`src/design/lsuPkg.sv`:
```
// ---------------------------
// Shared types and constants for the load/store data path.
// ---------------------------

package lsuPkg;

    localparam int XLEN       = 32;                 // address and data width.
    localparam int BYTE_W     = 8;
    localparam int HALF_W     = 16;
    localparam int BYTE_LANES = XLEN / BYTE_W;      // four lanes per memory word.
    localparam int LANE_BITS  = $clog2(BYTE_LANES); // byte offset inside a word.

    // Memory opcodes follow the funct3 field of the RV32I loads and stores.
    typedef enum logic [2:0] {
        memByte  = 3'b000,                          // sign-extended on load.
        memHalf  = 3'b001,                          // sign-extended on load.
        memWord  = 3'b010,
        memByteU = 3'b100,                          // loads only.
        memHalfU = 3'b101                           // loads only.
    } memOpE;

    // Lane masks for each access size, before the shift by the byte offset.
    localparam logic [BYTE_LANES-1:0] MASK_BYTE = BYTE_LANES'(1);
    localparam logic [BYTE_LANES-1:0] MASK_HALF = BYTE_LANES'(3);
    localparam logic [BYTE_LANES-1:0] MASK_WORD = '1;

endpackage

```
`src/design/lsuStageIf.sv`:
```


interface memRspIf;
    logic                              valid;
    logic                              isLoad;
    lsuPkg::memOpE                     memOp;
    logic [lsuPkg::LANE_BITS-1:0]      byteOff;
    logic [lsuPkg::XLEN-1:0]           rawWord;  // whole word, not yet aligned.
    logic                              fault;

    modport src (output valid, isLoad, memOp, byteOff, rawWord, fault);
    modport dst (input  valid, isLoad, memOp, byteOff, rawWord, fault);
endinterface

```
`src/design/lsuLoadAlign.sv`:
```
// ---------------------------
// Stage 3: lane select, sign or zero extension, output register.
// ---------------------------
`timescale 1ns/1ps

module lsuLoadAlign (
    input  logic                    clk,
    input  logic                    rstN,
    memRspIf.dst                    rsp,
    output logic                    rdValid,
    output logic [lsuPkg::XLEN-1:0] rdData,
    output logic                    fault
);

    localparam int XLEN   = lsuPkg::XLEN;
    localparam int BYTE_W = lsuPkg::BYTE_W;
    localparam int HALF_W = lsuPkg::HALF_W;

    logic [BYTE_W-1:0] byteSel;
    logic [HALF_W-1:0] halfSel;
    logic [XLEN-1:0]   loadWord;

    assign byteSel = rsp.rawWord[rsp.byteOff*BYTE_W +: BYTE_W];
    assign halfSel = rsp.rawWord[rsp.byteOff[lsuPkg::LANE_BITS-1]*HALF_W +: HALF_W];

    always_comb begin
        case (rsp.memOp)
            lsuPkg::memByte:  loadWord = {{(XLEN-BYTE_W){byteSel[BYTE_W-1]}}, byteSel};
            lsuPkg::memHalf:  loadWord = {{(XLEN-HALF_W){halfSel[HALF_W-1]}}, halfSel};
            lsuPkg::memWord:  loadWord = rsp.rawWord;
            lsuPkg::memByteU: loadWord = {{(XLEN-BYTE_W){1'b0}}, byteSel};
            lsuPkg::memHalfU: loadWord = {{(XLEN-HALF_W){1'b0}}, halfSel};
            default:          loadWord = '0;
        endcase
        if (rsp.fault) begin
            loadWord = '0;  // rawWord is stale when the read was skipped.
        end
    end

    always_ff @(posedge clk or negedge rstN) begin
        if (!rstN) begin
            rdValid <= 1'b0;
            fault   <= 1'b0;
            rdData  <= '0;
        end else begin
            rdValid <= rsp.valid & rsp.isLoad;  // stores complete silently.
            fault   <= rsp.valid & rsp.fault;
            if (rsp.valid & rsp.isLoad) begin
                rdData <= loadWord;  // held between loads.
            end
        end
    end

endmodule

```
`src/flat_wrapper.sv`:
```
// flat-port wrapper written by rule: the top's interface ports become plain ports
module lsuLoadAlign_flat 
  (clk, rstN, rdValid, rdData, fault, rsp_valid, rsp_isLoad, rsp_memOp, rsp_byteOff, rsp_rawWord, rsp_fault);
  memRspIf rsp_i ();
  input  logic clk;
  input  logic rstN;
  output logic rdValid;
  output logic [lsuPkg::XLEN-1:0] rdData;
  output logic fault;
  input wire logic [$bits(rsp_i.valid)-1:0] rsp_valid;
  input wire logic [$bits(rsp_i.isLoad)-1:0] rsp_isLoad;
  input wire logic [$bits(rsp_i.memOp)-1:0] rsp_memOp;
  input wire logic [$bits(rsp_i.byteOff)-1:0] rsp_byteOff;
  input wire logic [$bits(rsp_i.rawWord)-1:0] rsp_rawWord;
  input wire logic [$bits(rsp_i.fault)-1:0] rsp_fault;
  assign rsp_i.valid = rsp_valid;
  assign rsp_i.isLoad = rsp_isLoad;
  assign rsp_i.memOp = rsp_memOp;
  assign rsp_i.byteOff = rsp_byteOff;
  assign rsp_i.rawWord = rsp_rawWord;
  assign rsp_i.fault = rsp_fault;
  lsuLoadAlign u_core (.clk(clk), .rstN(rstN), .rsp(rsp_i), .rdValid(rdValid), .rdData(rdData), .fault(fault));
endmodule
```
`config.mk`:
```
export PLATFORM = sky130hd
export DESIGN_NAME = lsuLoadAlign_flat
export DESIGN_NICKNAME = d
export VERILOG_FILES = /design/src/design/lsuPkg.sv /design/src/design/lsuStageIf.sv /design/src/design/lsuLoadAlign.sv /design/src/flat_wrapper.sv
export SDC_FILE = /design/constraint.sdc
export NUM_CORES = 1
export LEC_CHECK = 0
export BUFFER_PORTS_ARGS = -buffer_cell sky130_fd_sc_hd__buf_2
export CAP_MARGIN = 20
export CELL_PAD_IN_SITES_DETAIL_PLACEMENT = 1
export CELL_PAD_IN_SITES_GLOBAL_PLACEMENT = 2
export CORE_MARGIN = 2
export CORE_UTILIZATION = 32
export CTS_BUF_LIST = sky130_fd_sc_hd__clkbuf_8
export DETAILED_ROUTE_END_ITERATION = 6
export GPL_TIMING_DRIVEN = 0
export PLACE_DENSITY_LB_ADDON = 0.1
export SYNTH_ARGS = -nofsm -noshare
export SYNTH_HDL_FRONTEND = slang
export SYNTH_SLANG_ARGS = --single-unit
```
`constraint.sdc`:
```
create_clock -name clk -period 1.9 [get_ports clk]
set_input_delay 0.38 -clock clk [delete_from_list [all_inputs] [get_ports clk]]
set_output_delay 0.38 -clock clk [all_outputs]
set_load 0.005 [all_outputs]
```
Yosys cells after proc, flatten, opt, wreduce, memory -nomap -nowiden
Index checks and enable logic that the tools add are counted.

word-level totals
  bits in latches = 0
  ROM bits = 0
  register bits = 34
  bits in writable memories = 0
  memories kept = 0
  input port bits = 42

cells by class
  shift operators = 2
  bitwise operators = 2
  mux-type cells = 2
  multipliers = 0
  magnitude comparators = 0
  add/sub/neg operators = 0
  eq/ne operators = 4
  div/mod/pow operators = 0
  reduce and logical (&&, ||, !) cells = 1

operators with widths
  cell                                           number
  case mux 32 bit (5 select lines)               1
  2-to-1 mux 32 bit                              1
  variable part select 32 x 6 -> 16 bit          1
  variable part select 32 x 6 -> 8 bit           1
  == test 3 bit, second input constant           2
  == test 3 x 1 -> 1 bit, second input constant  1
  == test 3 x 2 -> 1 bit, second input constant  1
  zero test 3 bit                                1
  bitwise AND 1 bit                              2

Longest topological paths before layout
  depth after elaboration = 3
  depth in mapped cells = 6

Least setup slack after synthesis
No wires, ideal clock.

  kind = input -> register
  start point = in rsp_byteOff[1]
  end point = reg u_core.rdData[16] (netlist name)
  data arrival time = 1,479 ps
  setup slack = 295 ps
  library setup time = 126 ps
  cell stages on the path = 5
  buffers on the path = 2
  path through = mux4_2 -> and3_1 -> buf_6 -> buf_8 -> a221o_1

between the ends
  cells in the longest elaborated chain, start to end = 3

RTL lines
  element                                                                                               RTL line                                RTL
  start: declaration                                                                                    flat_wrapper.sv:13                      input wire logic [$bits(rsp_i.byteOff)-1:0] rsp_byteOff;
  variable part select 32 x 6 -> 16 bit / variable part select 32 x 6 -> 8 bit (equally long branches)  lsuLoadAlign.sv:24, lsuLoadAlign.sv:23
  case mux 32 bit (5 select lines) *                                                                    lsuLoadAlign.sv:27                      case (rsp.memOp)
  2-to-1 mux 32 bit *                                                                                   lsuLoadAlign.sv:35                      if (rsp.fault) begin
  end signal: assignment                                                                                lsuLoadAlign.sv:49                      rdData <= loadWord;
  end: declaration                                                                                      lsuLoadAlign.sv:11                      output logic [lsuPkg::XLEN-1:0] rdData,

Mark *: on every way between the ends. The rest lies on a longest branch, timed or not.
A chain may end at the register's enable or synchronous reset.

Final worst setup path
  start point = in rsp_valid
  end point = reg u_core.rdData[10] (netlist name)

between the ends
  cells in the longest elaborated chain, start to end = 1

RTL lines
  element             RTL line            RTL
  start: declaration  flat_wrapper.sv:10  input wire logic [$bits(rsp_i.valid)-1:0] rsp_valid;
  bitwise AND 1 bit   lsuLoadAlign.sv:48  if (rsp.valid & rsp.isLoad) begin

No other way between the ends.

==> results.md <==
* Routability congestion estimate at about 0.8
* Pwr Total at between 1.5 and 2 mW
* Global-route wire length before repair at approximately 9.7 mm
* Yosys top cell area share at 50.4%
* Antenna violations before repair at 0
* GRT overflow at 0
* Average size of a mapped cell at 12.2 sq um
* Tightest Pin Transition at 0.923 ns
* Largest net degree at the start of global routing at 35
* Synthesized Nets at 180
* Antenna Nets Post-Route at 0
* Reg power frac at between 40% and 50%
* Combinational power share at 16.4%
* Starting Density at 33.0%
* Clock Skews at 0 ns
* Register area share after synthesis at 50.4%
* Final Worst Setup Slack at 0.282 ns
* Post-synthesis cell area at 1690 sq um
* Pwr Density at 781 nW/um^2
* Cell taking the most area after synthesis: dfrtp_1
* Status: complete, no violations
* Max FO, Critical Path at 10
* Layout cells sized above 1 at 42.5%
* Minimum clock period at around 1.6 ns
* Final core occ at between 40% and 50%
* Vias in the first global route at about 1800
* CP max-delay cell: clkbuf_1
* Post-Place Cell Area at roughly 2100 sq um
* Async SR Flop Fraction at 100%
* Fin cells at between 200 and 300
* Worst Hold Class: in2async
* Final Hold Fails at 0
* Clock Sink Count at 34
* Final cycle utilization of the critical path at between 80% and 90%
* Pre-CTS setup slack at -0.0291 ns
* Synth-to-layout area growth at 33.8%
* Slew HR at 38.4%
* Post-synth cell types at 27
* Setup TNS Final at 0 ns
* Maximum vdd drop at 0.388 mV
* Leakage power at 1.13 nW
* Commonest cells after routing, fill and taps aside: buf_2, dfrtp_1, nand2_1
* Setup crit end kind: flop
* Critical path depth in cells at 6
* DRC viols at 0
* Synthesized flop and latch total at 34
* Setup crit start kind: input pin
* Clk root buf: clkbuf_8
* Clk_lat worst skew at 0.29 ns
* Total CTS buffers at 5
* Critical path, cell by cell: buf_2 > nand2_1 > nor2_1 > nand2_1 > clkbuf_1 > a22oi_1
* Net Sw Power at 0.446 mW
* I/O Pins at 76
* Synth area leaders: dfrtp_1, a221o_1, a222oi_1, mux2_1, a22oi_1
* Post-CTS setup buffer count at 0
* Hold WS at 0.169 ns
* Kind of cell adding the most delay to the critical path: simple AND/OR/NAND/NOR gates
* Warnings, synthesis at 0
* Die footprint at 5870 sq um
* Clock group share of total power at 38.8%
* Placed Cells at 282
* RSZ-0062 raised after global routing: no
* NumNets Final at 261
* Clock transition at path regs at 0.06 ns
* Die height at between 70 and 80 microns
* CTS tree: built
* Most common cell after layout, fill and taps aside: buf_2
* CP arrival at 1.75 ns
* MaxCap Viol Count at 0
* All-Layer GR Usage at 21.6%
* Bufs on Longest Clock Path at 2
* Net Sw Frac at 25.3%
* IO buf count at between 70 and 80
* Post-synth EDFFs at 0
* Max Clk Rate at 618 MHz
* First-pass detailed-route iteration total at 6
* Main synth FF type: dfrtp_1
* Std-Cell Rows at 26
* Mapped Cells at 138
* Pins Over Slew Limit at 0
* ANT cells at 0
* H-tree Lvls at 2
* Core Area at 5110 sq um
* Crit path kind: in2reg
* Detailed-placement wirelength estimate at 4.43 mm
* Reg2reg path depth at 2
* Cell repeated most along the worst path: nand2_1
* Slowest cell delay on critical path at 0.47 ns
* Total vias in the final route at about 1600
* Int Pwr at ~1.3 mW
* Final WL at 5.94 mm
* Filler cell count at 605
* # setup viols final at 0
* CP Buf/Inv Count at 2
* Initial DRC Count at approximately 110
* CTS resizes at 0
* DR vias/cell at 5.69
* Die Width at 76.6 microns
* Wire per inst at 20.6 microns
* CP Data Required Time at 2.03 ns
* Cts hold-fix bufs at 0
* Final Cell Area at between 2000 and 2500 sq um
final timing paths:
path                                   start                 to  slack (ns)
max                                rsp_valid  u_core.rdData[10]        0.28
min                                     rstN  u_core.rdData[13]        0.17
max reg2reg                u_core.rdData[13]  u_core.rdData[13]        0.88
min reg2reg                 u_core.rdData[4]   u_core.rdData[4]        0.50
max in group asynchronous               rstN  u_core.rdData[14]        1.24
min in group clk                   rsp_valid       u_core.fault        0.32
routing by layer:
layer / vias to the layer above / wire, microns / track usage, % / share of wire (%)
met5: - / 0 / 0 / 0
met3: 5 / 459 / 5.92 / 7.7
li1: 731 / - / - / -
met2: 75 / 2910 / 35.8 / 49
met4: 0 / 74 / 6.73 / 1.2
met1: 833 / 2500 / 27.5 / 42
Yosys cell counts (2+ instances only):
cell	count
a22oi_1	10
dfrtp_1	34
nor2_1	3
mux2_1	7
nor3b_2	2
a222oi_1	15
buf_4	3
o21ai_1	8
nand2_1	18
clkbuf_1	5
inv_1	2
a221o_1	16
state kept, by name (all words and copies together) (netlist names):
register / count
u_core.fault: 1
u_core.rdValid: 1
u_core.rdData: 32
final cells by class:
class	count	area [sq um]	area share, %
clock inverters	1	30.0	1.33
flip-flops and latches	34	851	37.7
repair buffers	74	370	16.4
well taps	70	87.6	3.88
multi-input cells	92	761	33.7
inverters	2	7.51	0.333
plain buffers	10	67.6	2.99
clock buffers	6	82.6	3.66
power groups by stage:
| stage | combinational, mW | sequential (mW) | clock, mW |
|---|---|---|---|
| 4_1_cts | 0.293 | 0.790 | 0.703 |
| 2_1_floorplan | 0.128 | 0.805 | 0 |
| 5_1_grt | 0.320 | 0.797 | 0.741 |
| 3_3_place_gp | 0.284 | 0.801 | 0 |
| 6_report | 0.289 | 0.790 | 0.684 |
| 3_5_place_dp | 0.293 | 0.803 | 0 |
logic make-up after synthesis:
logic type / after synthesis / share of synthesized area, %
DFF: 34 / 50.4
muxes: 9 / 7.57
AOI/OAI and AO/OA: 52 / 27.5
and+or+nand+nor: 31 / 10.0
buffers and inverters: 12 / 4.45
Note: power is estimated with default switching activity, not from simulation.
