`src/design/lsuPkg.sv`:
```
// ---------------------------
// Shared types and constants for the load/store data path.
// ---------------------------

package lsuPkg;

    localparam int XLEN       = 32;                 // address and data width.
    localparam int BYTE_W     = 8;
    localparam int HALF_W     = 16;
    localparam int BYTE_LANES = XLEN / BYTE_W;      // four lanes per memory word.
    localparam int LANE_BITS  = $clog2(BYTE_LANES); // byte offset inside a word.

    // Memory opcodes follow the funct3 field of the RV32I loads and stores.
    typedef enum logic [2:0] {
        memByte  = 3'b000,                          // sign-extended on load.
        memHalf  = 3'b001,                          // sign-extended on load.
        memWord  = 3'b010,
        memByteU = 3'b100,                          // loads only.
        memHalfU = 3'b101                           // loads only.
    } memOpE;

    // Lane masks for each access size, before the shift by the byte offset.
    localparam logic [BYTE_LANES-1:0] MASK_BYTE = BYTE_LANES'(1);
    localparam logic [BYTE_LANES-1:0] MASK_HALF = BYTE_LANES'(3);
    localparam logic [BYTE_LANES-1:0] MASK_WORD = '1;

endpackage

```
`src/design/lsuStageIf.sv`:
```
// ---------------------------
// Stage-to-stage interfaces: request into memory, response out of it.
// ---------------------------
`timescale 1ns/1ps

interface memReqIf #(
    parameter int DEPTH_WORDS = 256
);
    logic                              valid;
    logic                              isLoad;
    lsuPkg::memOpE                     memOp;
    logic [$clog2(DEPTH_WORDS)-1:0]    wordAddr;
    logic [lsuPkg::LANE_BITS-1:0]      byteOff;
    logic [lsuPkg::BYTE_LANES-1:0]     laneEn;   // all low for loads and faults.
    logic [lsuPkg::XLEN-1:0]           wrData;   // already placed in its lanes.
    logic                              fault;

    modport src (output valid, isLoad, memOp, wordAddr, byteOff, laneEn, wrData, fault);
    modport dst (input  valid, isLoad, memOp, wordAddr, byteOff, laneEn, wrData, fault);
endinterface


```
`src/design/lsuAddrGen.sv`:
```
// ---------------------------
// Stage 1: effective address, opcode and alignment checks, request register.
// ---------------------------
`timescale 1ns/1ps

module lsuAddrGen #(
    parameter int DEPTH_WORDS = 256
) (
    input  logic                    clk,
    input  logic                    rstN,
    input  logic                    reqValid,
    input  logic                    wrEn,
    input  lsuPkg::memOpE           memOp,
    input  logic [lsuPkg::XLEN-1:0] base,
    input  logic [lsuPkg::XLEN-1:0] offset,
    input  logic [lsuPkg::XLEN-1:0] wrData,
    memReqIf.src                    req
);

    localparam int WORD_AW = $clog2(DEPTH_WORDS);
    localparam int IDX_W   = lsuPkg::XLEN - lsuPkg::LANE_BITS;
    localparam logic [IDX_W-1:0] WORD_LIMIT = IDX_W'(DEPTH_WORDS);

    logic                           inValid;
    logic                           inWrEn;
    lsuPkg::memOpE                  inOp;
    logic [lsuPkg::XLEN-1:0]        inBase;
    logic [lsuPkg::XLEN-1:0]        inOffset;
    logic [lsuPkg::XLEN-1:0]        inData;

    logic [lsuPkg::XLEN-1:0]        effAddr;
    logic [lsuPkg::LANE_BITS-1:0]   byteOff;
    logic [IDX_W-1:0]               wordIdx;
    logic                           opLegal;
    logic                           aligned;
    logic                           inRange;
    logic                           isFault;
    logic [lsuPkg::BYTE_LANES-1:0]  sizeMask;
    logic [lsuPkg::XLEN-1:0]        laneData;

    // ---------------------------
    // input capture
    // ---------------------------
    always_ff @(posedge clk or negedge rstN) begin
        if (!rstN) begin
            inValid <= 1'b0;
        end else begin
            inValid <= reqValid;
        end
    end

    always_ff @(posedge clk) begin
        inWrEn   <= wrEn;
        inOp     <= memOp;
        inBase   <= base;
        inOffset <= offset;
        inData   <= wrData;
    end

    // ---------------------------
    // address and checks
    // ---------------------------
    assign effAddr = inBase + inOffset;
    assign byteOff = effAddr[lsuPkg::LANE_BITS-1:0];
    assign wordIdx = effAddr[lsuPkg::XLEN-1:lsuPkg::LANE_BITS];
    assign inRange = wordIdx < WORD_LIMIT;  // the adder may carry past the array.

    // Narrow store data is copied into every lane and the lane enables pick one.
    always_comb begin
        opLegal  = 1'b1;
        aligned  = 1'b1;
        sizeMask = '0;
        laneData = '0;
        case (inOp)
            lsuPkg::memByte: begin
                sizeMask = lsuPkg::MASK_BYTE;
                laneData = {lsuPkg::BYTE_LANES{inData[lsuPkg::BYTE_W-1:0]}};
            end
            lsuPkg::memHalf: begin
                aligned  = ~byteOff[0];
                sizeMask = lsuPkg::MASK_HALF;
                laneData = {(lsuPkg::XLEN / lsuPkg::HALF_W){inData[lsuPkg::HALF_W-1:0]}};
            end
            lsuPkg::memWord: begin
                aligned  = (byteOff == '0);
                sizeMask = lsuPkg::MASK_WORD;
                laneData = inData;
            end
            lsuPkg::memByteU: opLegal = ~inWrEn;   // no unsigned store exists.
            lsuPkg::memHalfU: begin
                opLegal = ~inWrEn;
                aligned = ~byteOff[0];
            end
            default: opLegal = 1'b0;              // 011, 110 and 111 are undefined.
        endcase
    end

    assign isFault = ~opLegal | ~aligned | ~inRange;

    // ---------------------------
    // request register
    // ---------------------------
    always_ff @(posedge clk or negedge rstN) begin
        if (!rstN) begin
            req.valid <= 1'b0;
            req.fault <= 1'b0;
        end else begin
            req.valid <= inValid;
            req.fault <= inValid & isFault;
        end
    end

    always_ff @(posedge clk) begin
        req.isLoad   <= ~inWrEn;
        req.memOp    <= inOp;
        req.wordAddr <= effAddr[lsuPkg::LANE_BITS +: WORD_AW];
        req.byteOff  <= byteOff;
        req.laneEn   <= (inValid & inWrEn & ~isFault) ? (sizeMask << byteOff) : '0;
        req.wrData   <= laneData;
    end

endmodule

```
`src/flat_wrapper.sv`:
```
// flat-port wrapper written by rule: the top's interface ports become plain ports
module lsuAddrGen_flat 
#(
    parameter int DEPTH_WORDS = 256
)
  (clk, rstN, reqValid, wrEn, memOp, base, offset, wrData, req_valid, req_isLoad, req_memOp, req_wordAddr, req_byteOff, req_laneEn, req_wrData, req_fault);
  memReqIf #(.DEPTH_WORDS(DEPTH_WORDS)) req_i ();
  input  logic clk;
  input  logic rstN;
  input  logic reqValid;
  input  logic wrEn;
  input  lsuPkg::memOpE memOp;
  input  logic [lsuPkg::XLEN-1:0] base;
  input  logic [lsuPkg::XLEN-1:0] offset;
  input  logic [lsuPkg::XLEN-1:0] wrData;
  output wire logic [$bits(req_i.valid)-1:0] req_valid;
  output wire logic [$bits(req_i.isLoad)-1:0] req_isLoad;
  output wire logic [$bits(req_i.memOp)-1:0] req_memOp;
  output wire logic [$bits(req_i.wordAddr)-1:0] req_wordAddr;
  output wire logic [$bits(req_i.byteOff)-1:0] req_byteOff;
  output wire logic [$bits(req_i.laneEn)-1:0] req_laneEn;
  output wire logic [$bits(req_i.wrData)-1:0] req_wrData;
  output wire logic [$bits(req_i.fault)-1:0] req_fault;
  assign req_valid = req_i.valid;
  assign req_isLoad = req_i.isLoad;
  assign req_memOp = req_i.memOp;
  assign req_wordAddr = req_i.wordAddr;
  assign req_byteOff = req_i.byteOff;
  assign req_laneEn = req_i.laneEn;
  assign req_wrData = req_i.wrData;
  assign req_fault = req_i.fault;
  lsuAddrGen #(.DEPTH_WORDS(DEPTH_WORDS)) u_core (.clk(clk), .rstN(rstN), .reqValid(reqValid), .wrEn(wrEn), .memOp(memOp), .base(base), .offset(offset), .wrData(wrData), .req(req_i));
endmodule
```
`config.mk`:
```
export PLATFORM = sky130hd
export DESIGN_NAME = lsuAddrGen_flat
export DESIGN_NICKNAME = d
export VERILOG_FILES = /design/src/design/lsuPkg.sv /design/src/design/lsuStageIf.sv /design/src/design/lsuAddrGen.sv /design/src/flat_wrapper.sv
export SDC_FILE = /design/constraint.sdc
export NUM_CORES = 1
export LEC_CHECK = 0
export BUFFER_PORTS_ARGS = -buffer_cell sky130_fd_sc_hd__clkbuf_2
export CORE_MARGIN = 3
export CORE_UTILIZATION = 52
export DETAILED_ROUTE_END_ITERATION = 10
export HOLD_SLACK_MARGIN = 0.08
export PLACE_DENSITY = 0.91
export SLEW_MARGIN = 15
export SYNTH_ARGS = -nofsm -noshare
export SYNTH_HDL_FRONTEND = slang
export SYNTH_SLANG_ARGS = --single-unit
```
`constraint.sdc`:
```
create_clock -name clk -period 3.7 [get_ports clk]
set_input_delay 0.185 -clock clk [delete_from_list [all_inputs] [get_ports clk]]
set_output_delay 0.185 -clock clk [all_outputs]
set_load 0.02 [all_outputs]
```
After elaboration in Yosys (flattened, before gate mapping)
Index checks and enable logic that the tools add are counted.

Div/mod/pow operators: 0. Reduce and logical (&&, ||, !) cells: 5. $lt $le $gt $ge: 1. Bitwise gates (word level): 11. Shift-type cells: 1. Multiplexer cells: 4. Multiply operators: 0. $add $sub $neg: 1. Eq/ne operators: 4.

Operator list (number): 32-bit case mux with 3 select lines (1); 32-bit adder (1); 30-bit by 9-bit less-than comparator with 1-bit output (second input constant) (1); 4-bit case mux with 3 select lines (1); 3-bit == test (second input constant) (2); 1-bit inverter (6); 1-bit case mux with 2 select lines (2); 2-bit OR reduction (2); 4-bit by 2-bit << shifter with 4-bit output (1); 1-bit bitwise AND (3); 3-bit by 1-bit == test with 1-bit output (second input constant) (1); 3-bit by 2-bit == test with 1-bit output (second input constant) (1); 3-bit zero test (1); 3-bit OR reduction (1); 2-bit zero test (1); 1-bit OR (2).

Input bits: 103. ROM bits: 0. Register bits: 153. Memories kept: 0. Latch bits: 0. Logic and storage cells: 41. Output and inout bits: 52. RAM bits: 0.

Logic depth before layout (Yosys ltp)
Gate-level depths: netlist of run 1.

Word-level depth: 8. Gate-level depth with buffers: 11. Depth with buffers taken out: 11.

Worst setup path after synthesis of run 1
Ideal clock, no wire load.

Path kind: reg2reg. From: register u_core.inOffset[0] in the netlist's numbering. To: register u_core.req.laneEn[3]. Path buffers: 0. Data required time: 3.597 ns. Slack: 0.923 ns. Arrival time: 2.673 ns. Stages on the path, launching flop included: 12. Period minus slack after synthesis: 2.777 ns. Path through: dfxtp_1 ha_1 fa_1 a211oi_2 o211ai_2 a211o_1 o211ai_2 nand2b_1 xor2_1 nor4_2 nand4_2 a2111oi_2.

Word-level cells in the longest chain between the ends: 8. Elaborated cells between the ends (all ways): 12. Those cells by class: add/sub (1); order compare (1); shift (1); mux (1); bitwise (7); reduce/logical (1).

RTL lines: from (decl) (line lsuAddrGen.sv:28) `logic [lsuPkg::XLEN-1:0] inOffset;`; from (signal assigned) (line lsuAddrGen.sv:56) `inOffset <= offset;`; 32-bit adder * (line lsuAddrGen.sv:63) `assign effAddr = inBase + inOffset;`; parallel branches: the longest is 7 deep, another holds 30-bit by 9-bit less-than comparator with 1-bit output; to (signal assigned) (line lsuAddrGen.sv:118) `req.laneEn <= (inValid & inWrEn & ~isFault) ? (sizeMask << byteOff) : '0;`; to (decl) (line lsuStageIf.sv:18) `modport src (output valid, isLoad, memOp, wordAddr, byteOff, laneEn, wrData, fault);`.

Mark *: on every way between the ends. A chain may end at the register's enable or synchronous reset.

Worst setup path after layout of run 1
Ends and elaborated chain as after synthesis.

==> results of run 1 <==
-- per-stage QoR --
stage	util	power [W]	worst slack (ns)	hold WS [ns]
floorplan	-	0.00225	0.923	-0.111
global placement	0.612	0.00243	0.754	-0.0000694
detailed placement	0.612	0.00244	0.727	-0.00151
CTS	0.758	0.00414	0.713	0.272
global route	0.758	0.00432	0.411	0.279
finish	0.758	0.00416	0.674	0.290
-- cell usage after synthesis, types with 6 or more instances --
cell type  count
a21o_1        11
dfxtp_1      150
buf_2         11
nor2b_1        6
and2_1        12
nand2_1       52
ha_1          31
nand3_1        8
nand4_1       17
o21a_1         7
inv_1          7
o21ai_0       21
xor2_1        11
nor2_1        47
a211oi_1       8
nor3_1         9
a21oi_1       70
clkbuf_1      12
xnor2_1        6
o21ai_1        7
-- worst max-delay path, cell delays in order, from the launching register on --
cell and delay [ns]:
dfxtp_1 0.31, ha_1 0.22, fa_1 0.43, a211oi_2 0.31, o211ai_2 0.20, a211o_1 0.34
o211ai_2 0.09, nand2b_1 0.09, xor2_1 0.15, nor4_2 0.28, nand4_2 0.21, a2111oi_2 0.30
-- worst max path at each step --
stage | endpoint | from | slack [ns] | cells after the start
2_1_floorplan | u_core.req.laneEn[3]$_SDFF_PN0_ | u_core.inOffset[0]$_DFF_P_ | 0.92 | 11
3_3_place_gp | u_core.req.laneEn[3]$_SDFF_PN0_ | u_core.inOffset[0]$_DFF_P_ | 0.75 | 11
3_5_place_dp | u_core.req.laneEn[3]$_SDFF_PN0_ | u_core.inOffset[0]$_DFF_P_ | 0.73 | 11
4_1_cts | u_core.req.laneEn[3]$_SDFF_PN0_ | u_core.inOffset[0]$_DFF_P_ | 0.71 | 11
5_1_grt | u_core.req.laneEn[3]$_SDFF_PN0_ | u_core.inOffset[0]$_DFF_P_ | 0.41 | 11
6_report | u_core.req.laneEn[3]$_SDFF_PN0_ | u_core.inOffset[0]$_DFF_P_ | 0.67 | 11
-- layer usage --
layer	part of all wire	vias to the layer above	GRT usage	wire, um
met5	0	-	0	0
met2	0.52	259	0.496	8770
met3	0.069	38	0.0674	1160
met4	0.025	0	0.102	414
met1	0.39	2491	0.310	6520
li1	-	2601	-	-
-- flip-flops by register name, indices dropped and copies added (netlist names) --
register	flops
u_core.inBase	32
u_core.inData	32
u_core.inOffset	32
u_core.req.wrData	32
u_core.req.wordAddr	8
u_core.req.laneEn	4
u_core.inOp	3
u_core.req.memOp	3
u_core.req.byteOff	2
u_core.inValid	1
u_core.inWrEn	1
u_core.req.fault	1
u_core.req.isLoad	1
u_core.req.valid	1
-- placed cells by master, fill, tap and decap left out, types with 5 or more instances in the layout --
cell type | synthesis | layout
o21ai_1 | 7 | 7
a21oi_1 | 70 | 70
inv_6 | 0 | 6
dfxtp_1 | 150 | 150
clkbuf_2 | 0 | 154
o21a_1 | 7 | 7
nor2_1 | 47 | 47
nand4_1 | 17 | 17
nand2_1 | 52 | 52
clkbuf_16 | 0 | 16
clkinvlp_4 | 0 | 6
o22ai_1 | 5 | 5
a211oi_1 | 8 | 8
and3_1 | 5 | 5
o211ai_1 | 5 | 5
and2_1 | 12 | 12
nor3_1 | 9 | 9
a21o_1 | 11 | 11
o21ai_0 | 21 | 21
dlygate4sd3_1 | 0 | 103
xnor2_1 | 6 | 6
inv_1 | 7 | 7
nand3_1 | 8 | 8
ha_1 | 31 | 31
o21bai_1 | 5 | 5
nor2b_1 | 6 | 6
xor2_1 | 11 | 11
-- cell families after synthesis --
family          count (synthesis)
flops                         153
compound gates                170
buf+inv                        35
xor+xnor                       18
fa+ha+maj                      32
simple gates                  177
mux                             2
-- layout make-up --
cell class | count | area (um^2)
antenna | 1 | 2.50
clock buffer | 17 | 414
clock inverter | 14 | 139
fill | 693 | 2640
inverter | 9 | 33.8
multi-input combinational | 399 | 2590
sequential | 153 | 3080
tap | 140 | 175
timing repair buffer | 260 | 1820
-- where the power goes --
group / switching, W / internal [W]
sequential: 0.0000447 / 0.00175
combinational: 0.000408 / 0.000313
clock: 0.000738 / 0.000905
-- timing repair --
action                                 in CTS  in global routing
endpoints found under the hold margin     104                  0
buffers inserted                            0                  0
hold buffers                              103                  0
==> flow_metrics.tcl, run 1 <==
set metrics [dict create \
    finalSetupViolations 0 \
    worst_setup_path_end_kind "flip-flop" \
    final_count_of_hold_timing_violations 0 \
    synth.yosys.warnings 0 \
    netlist-cell-type-count 64 \
    groute.usage.overall 0.274 \
    syn2layout_area_growth_pct 41.6 \
    drc_violations 0 \
    core_region_area_um2 10900 \
    worst_vdd_drop_mv 0.558 \
    detailed_place.area_um2 6670 \
    part_of_the_cycle_the_worst_path_needs 0.818 \
    synth_fa_ha_area_frac 0.0700 \
    gp_congestion 0.909 \
    ant_nets_after_route 0 \
    final_slew_violations 0 \
    synthArstFlopShare 0.0196 \
    setup_tns_ns 0 \
    drt_iter0_markers 562 \
    r2r_cells 11 \
    die_w_um 112 \
    tightest_slew_ns 1.06 \
    cts.clk_slew.worst_paths_ns 0.07 \
    synthMuxAreaShare 0.00343 \
    synth_seq_cells 153 \
    synthCells 587 \
    maxClockFrequency_ghz 0.331 \
    status "finished, final reports clean" \
    detail_route.wirelength_mm 16.9 \
    startpoint_of_the_worst_register_to_register_path "u_core.inOffset[0]$_DFF_P_" \
    first_pass_iters 7 \
    finalWorstPathRequiredPeriod_ns 3.03 \
    synth-seq-area-share 0.528 \
    syn-mean-instance-area_um2 9.93 \
    nNetsFinal 975 \
    synth_nets 722 \
    placementRows 38 \
    maximum_capacitance_violations 0 \
    holdCritStartpoint "base[11]" \
    layoutNonFillerInstCount 993 \
    tritoncts "done" \
    dp_hpwl_mm 10.5 \
    clk_path_buf_depth 2 \
    detailroute.via_count 5389 \
    cts_root_buf "clkbuf_8" \
    synthesis.area_um2 5830 \
    worst_r2r_endpoint "u_core.req.laneEn[3]$_SDFF_PN0_" \
    cts_inserted_buffers 17 \
    synthXorXnorAreaFrac 0.0283 \
    rsz0062_at_grt "no" \
    critPathRequiredTime_ns 4.13 \
    synth_top_family_by_area "compound AO/OA/AOI/OAI gates" \
    dp_cells 858 \
    hold_path_depth 2 \
    antenna_found_initial 1 \
    fin_area_um2 8250 \
    yosysTopAreaCell "dfxtp_1" \
    worstPathMaxFanout 6 \
    clock_latency_ns 0.53 \
    fraction_of_the_mapped_netlist_area_in_simple_logic_gates 0.150 \
    netlist.area_leader.share 0.515 \
    setup.worst_path.class "reg2reg" \
    design.portCount 155 \
    minimum_setup_slack_among_reg_to_reg_paths_ns 0.67 \
    fp.dieArea_um2 12500 \
    first_global_vias 5570 \
    power.static_leakage_nw 3.68 \
    io_buffers 154 \
    arrival_ns 3.46 \
    compound_gate_portion_of_the_synthesized_area 0.192 \
    grt_pass1_wl_mm 27.4 \
    post_route_cells_drive_above_1_share 0.248 \
    detail_route.wl_per_cell_um 17.0 \
    fin_worst_skew_ns 0.00509 \
    post_cts_resized 0 \
    power_density_nw_per_um2 504 \
    cts_sinks 153 \
    chipHeight_um 112 \
    dominantRegCellSynth "dfxtp_1" \
    setup.worst_path.start_class "flip-flop" \
    min_delay_worst_endpoint "u_core.inBase[11]$_DFF_P_" \
    number_of_flops_mapped_to_enable_cells_by_yosys 0 \
    drt-vias-per-instance 5.43 \
    floorplan.initialDensity 0.535 \
    timing.slew.headroom 0.294 \
    hold_path_class "in2reg" \
    pin_count_of_the_biggest_net_entering_global_routing 30 \
    post_synth_main_area_contributors "dfxtp_1 52%, ha_1 6.7%, a21oi_1 6.0%" \
    h_tree_level_count 4 \
    globalRoute.totalOverflow 0 \
]
(Power assumes the default switching activity.)
==> inputs of run 2 (changes only) <==
==> constraint.sdc (replaced) <==
create_clock -name clk -period 3.1 [get_ports clk]
set_input_delay 0.155 -clock clk [delete_from_list [all_inputs] [get_ports clk]]
set_output_delay 0.155 -clock clk [all_outputs]
set_load 0.02 [all_outputs]
==> flow_metrics.tcl, run 2 (same netlist as run 1, synthesis figures left out) <==
set metrics [dict create \
    fin_worst_skew_ns 0.00914 \
    first_pass_iters 6 \
    worstPathMaxFanout 8 \
    power_density_nw_per_um2 609 \
    dp_hpwl_mm 10.8 \
    final_count_of_hold_timing_violations 0 \
    detailed_place.area_um2 6730 \
    h_tree_level_count 4 \
    maxClockFrequency_ghz 0.338 \
    clk_path_buf_depth 2 \
    setup.worst_path.class "reg2reg" \
    detailroute.via_count 5559 \
    syn2layout_area_growth_pct 45.1 \
    antenna_found_initial 1 \
    cts_sinks 153 \
    grt_pass1_wl_mm 28.9 \
    most-common-layout-cells "154 x clkbuf_2, 150 x dfxtp_1, 103 x dlygate4sd3_1" \
    tritoncts "done" \
    pin_count_of_the_biggest_net_entering_global_routing 26 \
    floorplan.initialDensity 0.535 \
    cts.clk_slew.worst_paths_ns 0.06 \
    final_slew_violations 0 \
    minimum_setup_slack_among_reg_to_reg_paths_ns 0.14 \
    finalWorstPathRequiredPeriod_ns 2.96 \
    worst_vdd_drop_mv 0.504 \
    worst_hold_slack_ns 0.253 \
    placementRows 38 \
    drt_iter0_markers 606 \
    finalSetupViolations 0 \
    cts_root_buf "clkbuf_8" \
    area_used_by_multi_input_combinational_logic_um2 2670 \
    fin_total_pwr_w 0.00515 \
    fin_area_um2 8460 \
    drc_violations 0 \
    mostFrequentLayoutCell "clkbuf_2" \
    hold_path_class "in2reg" \
    part_of_the_cycle_the_worst_path_needs 0.955 \
    post_route_cells_drive_above_1_share 0.265 \
    chipHeight_um 112 \
    globalRoute.totalOverflow 0 \
    tightest_slew_ns 0.597 \
    groute.usage.overall 0.291 \
    power.static_leakage_nw 3.77 \
    die_w_um 112 \
    first_global_vias 5690 \
    ant_nets_after_route 0 \
    gp_congestion 0.885 \
    detail_route.wl_per_cell_um 18.0 \
    io_buffers 154 \
    final-seq-area_um2 3080 \
    core_region_area_um2 10900 \
    setup.worst_path.start_class "flip-flop" \
    status "finished, final reports clean" \
    nNetsFinal 986 \
    detail_route.wirelength_mm 18.1 \
    worst_setup_path_end_kind "flip-flop" \
    arrival_ns 3.39 \
    cts_inserted_buffers 17 \
    maximum_capacitance_violations 0 \
    clock_latency_ns 0.54 \
    timing.slew.headroom 0.599 \
    fp.dieArea_um2 12500 \
    design.portCount 155 \
    fill_cells 663 \
    critPathRequiredTime_ns 3.53 \
    drt-vias-per-instance 5.53 \
]
## run 2: layout make-up
| type | count | share of cell area |
|---|---|---|
| flip-flops and latches | 153 | 0.364 |
| inverters | 9 | 0.00399 |
| clock buffers | 19 | 0.0499 |
| well taps | 140 | 0.0207 |
| multi-input cells | 399 | 0.315 |
| diodes | 1 | 0.000296 |
| clock inverters | 13 | 0.0198 |
| repair buffers | 271 | 0.226 |
## run 2: stage by stage
step           TNS [ns]  setup WS, ns  utilization  std cells
6_report              0         0.141        0.777       1005
5_1_grt         -0.0124       -0.0124        0.777       1005
3_3_place_gp          0         0.173        0.618        866
3_5_place_dp          0        0.0641        0.618        866
4_1_cts               0        0.0443        0.767       1001
2_1_floorplan         0         0.323            -        587
## run 2: worst max-delay path, stage by stage (launching register included)
cell	delay, ns
dfxtp_1	0.30
ha_1	0.41
a21oi_1	0.32
o21ai_1	0.19
a21oi_1	0.40
nor3_1	0.14
nor3_1	0.20
nand4_1	0.17
nor4_4	0.33
nand4_4	0.18
o21a_1	0.21
## run 2: worst paths after layout
| check | startpoint | to | depth (start not counted) |
|---|---|---|---|
| max | u_core.inOffset[12]$_DFF_P_ | u_core.req.fault$_DFF_PN0_ | 10 |
| min | wrData[8] | u_core.inData[8]$_DFF_P_ | 2 |
| max reg2reg | u_core.inOffset[12]$_DFF_P_ | u_core.req.fault$_DFF_PN0_ | 10 |
| min reg2reg | u_core.inWrEn$_DFF_P_ | u_core.req.isLoad$_DFF_P_ | 1 |
| max in group asynchronous | rstN | u_core.req.fault$_DFF_PN0_ | 3 |
| min in group asynchronous | rstN | u_core.req.valid$_DFF_PN0_ | 3 |
## run 2: repair_timing
item | in CTS | in global routing
hold buffers | 103 | 0
gates resized for setup | 0 | 14
hold endpoints to repair | 104 | 0
setup endpoints to repair | 0 | 5
setup buffers | 0 | 3
## run 2: routing by layer
metal  vias to the layer above  wire, um  GRT usage
li1                       2620         -          -
met1                      2560      6700      0.325
met2                       332      9570      0.540
met3                        47      1330     0.0658
met4                         0       492      0.101
met5                         -         0          0
## run 2: power breakdown
part | switching (W) | internal (W) | leakage (nW)
sequential | 0.0000509 | 0.00209 | 1.29
combinational | 0.000525 | 0.000395 | 2.19
clock | 0.000849 | 0.00124 | 0.284
==> inputs of run 3 (changes only) <==
--- a/config.mk
+++ b/config.mk
@@ -10,6 +10,7 @@
 export CORE_UTILIZATION = 52
 export DETAILED_ROUTE_END_ITERATION = 10
 export HOLD_SLACK_MARGIN = 0.08
+export MAX_ROUTING_LAYER = met4
 export PLACE_DENSITY = 0.91
 export SLEW_MARGIN = 15
 export SYNTH_ARGS = -nofsm -noshare
==> flow_metrics.tcl, run 3 (same netlist as run 1, synthesis figures left out) <==
set metrics [dict create \
    gp_congestion 0.933 \
    internal_power_summed_over_all_cells_w 0.00352 \
    power.share.sequential 0.430 \
    nNetsFinal 985 \
    critPathRequiredTime_ns 3.52 \
    die_w_um 112 \
    finalSetupViolations 0 \
    cts_sinks 153 \
    finalWorstPathRequiredPeriod_ns 2.99 \
    detail_route.wl_per_cell_um 17.7 \
    hold_path_class "in2reg" \
    ant_nets_after_route 0 \
    cts.clk_slew.worst_paths_ns 0.07 \
    arrival_ns 3.41 \
    layoutNonFillerInstCount 1003 \
    dr_wl_met2_mm 9.41 \
    mostFrequentLayoutCell "clkbuf_2" \
    switching_share 0.293 \
    area_used_by_multi_input_combinational_logic_um2 2650 \
    antennaDiodeCount 0 \
    detailroute.via_count 5516 \
    final_count_of_hold_timing_violations 0 \
    final-seq-area_um2 3080 \
    place_worst_setup_slack_ns 0.109 \
    fill_cells 689 \
    cts_inserted_buffers 17 \
    route.layer.met1.wl_mm 6.64 \
    dp_hpwl_mm 10.5 \
    cts_root_buf "clkbuf_8" \
    routed.top_layer "met4" \
    h_tree_level_count 4 \
    chipHeight_um 112 \
    clock_latency_ns 0.53 \
    maximum_capacitance_violations 0 \
    most-common-layout-cells "154 x clkbuf_2, 148 x dfxtp_1, 103 x dlygate4sd3_1" \
    drt-vias-per-instance 5.50 \
    power_density_nw_per_um2 593 \
    final_slew_violations 0 \
    first_pass_iters 6 \
    drt_iter0_markers 515 \
    design.portCount 155 \
    core_region_area_um2 10900 \
    total_switching_power_w 0.00146 \
    globalRoute.totalOverflow 0 \
    maxClockFrequency_ghz 0.334 \
    groute.usage.overall 0.293 \
    grt_pass1_wl_mm 28.0 \
    worst_vdd_drop_mv 0.504 \
    power.static_leakage_nw 3.74 \
    part_of_the_cycle_the_worst_path_needs 0.966 \
    dp_cells 864 \
    met3WireLength_mm 1.22 \
    floorplan.initialDensity 0.535 \
    critical_path.cell_chain "ha_4 > fa_2 > a211oi_2 > o211ai_2 > a31oi_4 > nor2_1 > nor3_1 > o2111ai_1 > nor4b_2 > nand4_2 > o21a_1" \
    post_route_cells_drive_above_1_share 0.270 \
    tightest_slew_ns 0.641 \
    post-route-worst-setup-slack_ns 0.106 \
    worst_setup_path_end_kind "flip-flop" \
    status "finished, final reports clean" \
    worstPathMaxFanout 6 \
    critPathSlowestCell "fa_2" \
    worst_path_dominant_cell_family "compound AO/OA/AOI/OAI gates" \
    first_global_vias 5615 \
    fin_worst_skew_ns 0.00781 \
    comb_power_share 0.181 \
    tritoncts "done" \
    drc_violations 0 \
    max_stage_delay_ns 0.38 \
    setup.worst_path.class "reg2reg" \
    clk_path_buf_depth 2 \
    timing.slew.headroom 0.573 \
    clkPwrFrac 0.389 \
    fp.dieArea_um2 12500 \
    setup.worst_path.start_class "flip-flop" \
    pin_count_of_the_biggest_net_entering_global_routing 29 \
    io_buffers 154 \
    timing.critical_path.buf_inv 0 \
    syn2layout_area_growth_pct 44.1 \
    placementRows 38 \
    antenna_found_initial 0 \
    detail_route.wirelength_mm 17.7 \
]
-- run 3: cell count changes in the layout (fill, tap and decap cells not counted), moves of 2 or more --
cell,previous run,this run
dfxtp_1,150,148
clkinv_4,2,5
clkbuf_1,2,0
clkinv_2,2,0
dfxtp_2,0,2
inv_8,0,2
bufinv_16,3,0
-- run 3: power by group through the flow --
stage / registers (W) / clock network (W) / logic (W)
finish: 0.00214 / 0.00194 / 0.000899
global route: 0.00215 / 0.00203 / 0.000971
CTS: 0.00214 / 0.00194 / 0.000852
detailed placement: 0.00218 / 0 / 0.000740
global placement: 0.00218 / 0 / 0.000733
floorplan: 0.00224 / 0 / 0.000446
-- run 3: final cells by class --
cell class | count | share of cell area
Sequential cell | 153 | 0.367
Multi-Input combinational cell | 399 | 0.315
Timing Repair Buffer | 270 | 0.227
Clock buffer | 18 | 0.0509
Tap cell | 140 | 0.0209
Clock inverter | 14 | 0.0158
Inverter | 9 | 0.00402
-- run 3: worst register-to-register path, cell delays in order (launching register included) --
cell       delay, ns
dfxtp_2         0.33
ha_4            0.16
fa_2            0.38
a211oi_2        0.26
o211ai_2        0.22
a31oi_4         0.28
nor2_1          0.08
nor3_1          0.20
o2111ai_1       0.16
nor4b_2         0.32
nand4_2         0.25
o21a_1          0.24
-- run 3: through the flow --
step	hold WS, ns	total power (W)	utilization	instance area, um^2	setup TNS [ns]
floorplan	-0.141	0.00269	-	5830	0
detailed placement	-0.0335	0.00292	0.616	6710	0
global placement	-0.0302	0.00291	0.616	6710	0
CTS	0.243	0.00493	0.763	8300	0
global route	0.243	0.00516	0.771	8400	-0.0366
finish	0.259	0.00498	0.771	8400	0
-- run 3: layer usage --
| layer | vias up | global-route usage |
|---|---|---|
| li1 | 2628 | - |
| met1 | 2549 | 0.305 |
| met2 | 301 | 0.536 |
| met3 | 38 | 0.0701 |
| met4 | 0 | 0.102 |
| met5 | - | - |
-- run 3: repair_timing --
action | 4_1_cts | 5_1_grt
hold buffers | 103 | 0
gates resized for setup | 0 | 14
hold endpoints to repair | 104 | 0
endpoints found under the setup margin | 0 | 5
buffers inserted | 0 | 4
-- run 3: final timing paths --
kind | from | end | slack [ns] | cells after the start
worst min-delay path | wrData[31] | u_core.inData[31]$_DFF_P_ | 0.26 | 2
max in group asynchronous | rstN | u_core.req.fault$_DFF_PN0_ | 2.43 | 3
min in group asynchronous | rstN | u_core.req.valid$_DFF_PN0_ | 0.51 | 3
worst max-delay path | u_core.inOffset[0]$_DFF_P_ | u_core.req.fault$_DFF_PN0_ | 0.11 | 11
worst min register to register | u_core.inData[19]$_DFF_P_ | u_core.req.wrData[19]$_SDFF_PP0_ | 0.44 | 2
worst max register to register | u_core.inOffset[0]$_DFF_P_ | u_core.req.fault$_DFF_PN0_ | 0.11 | 11
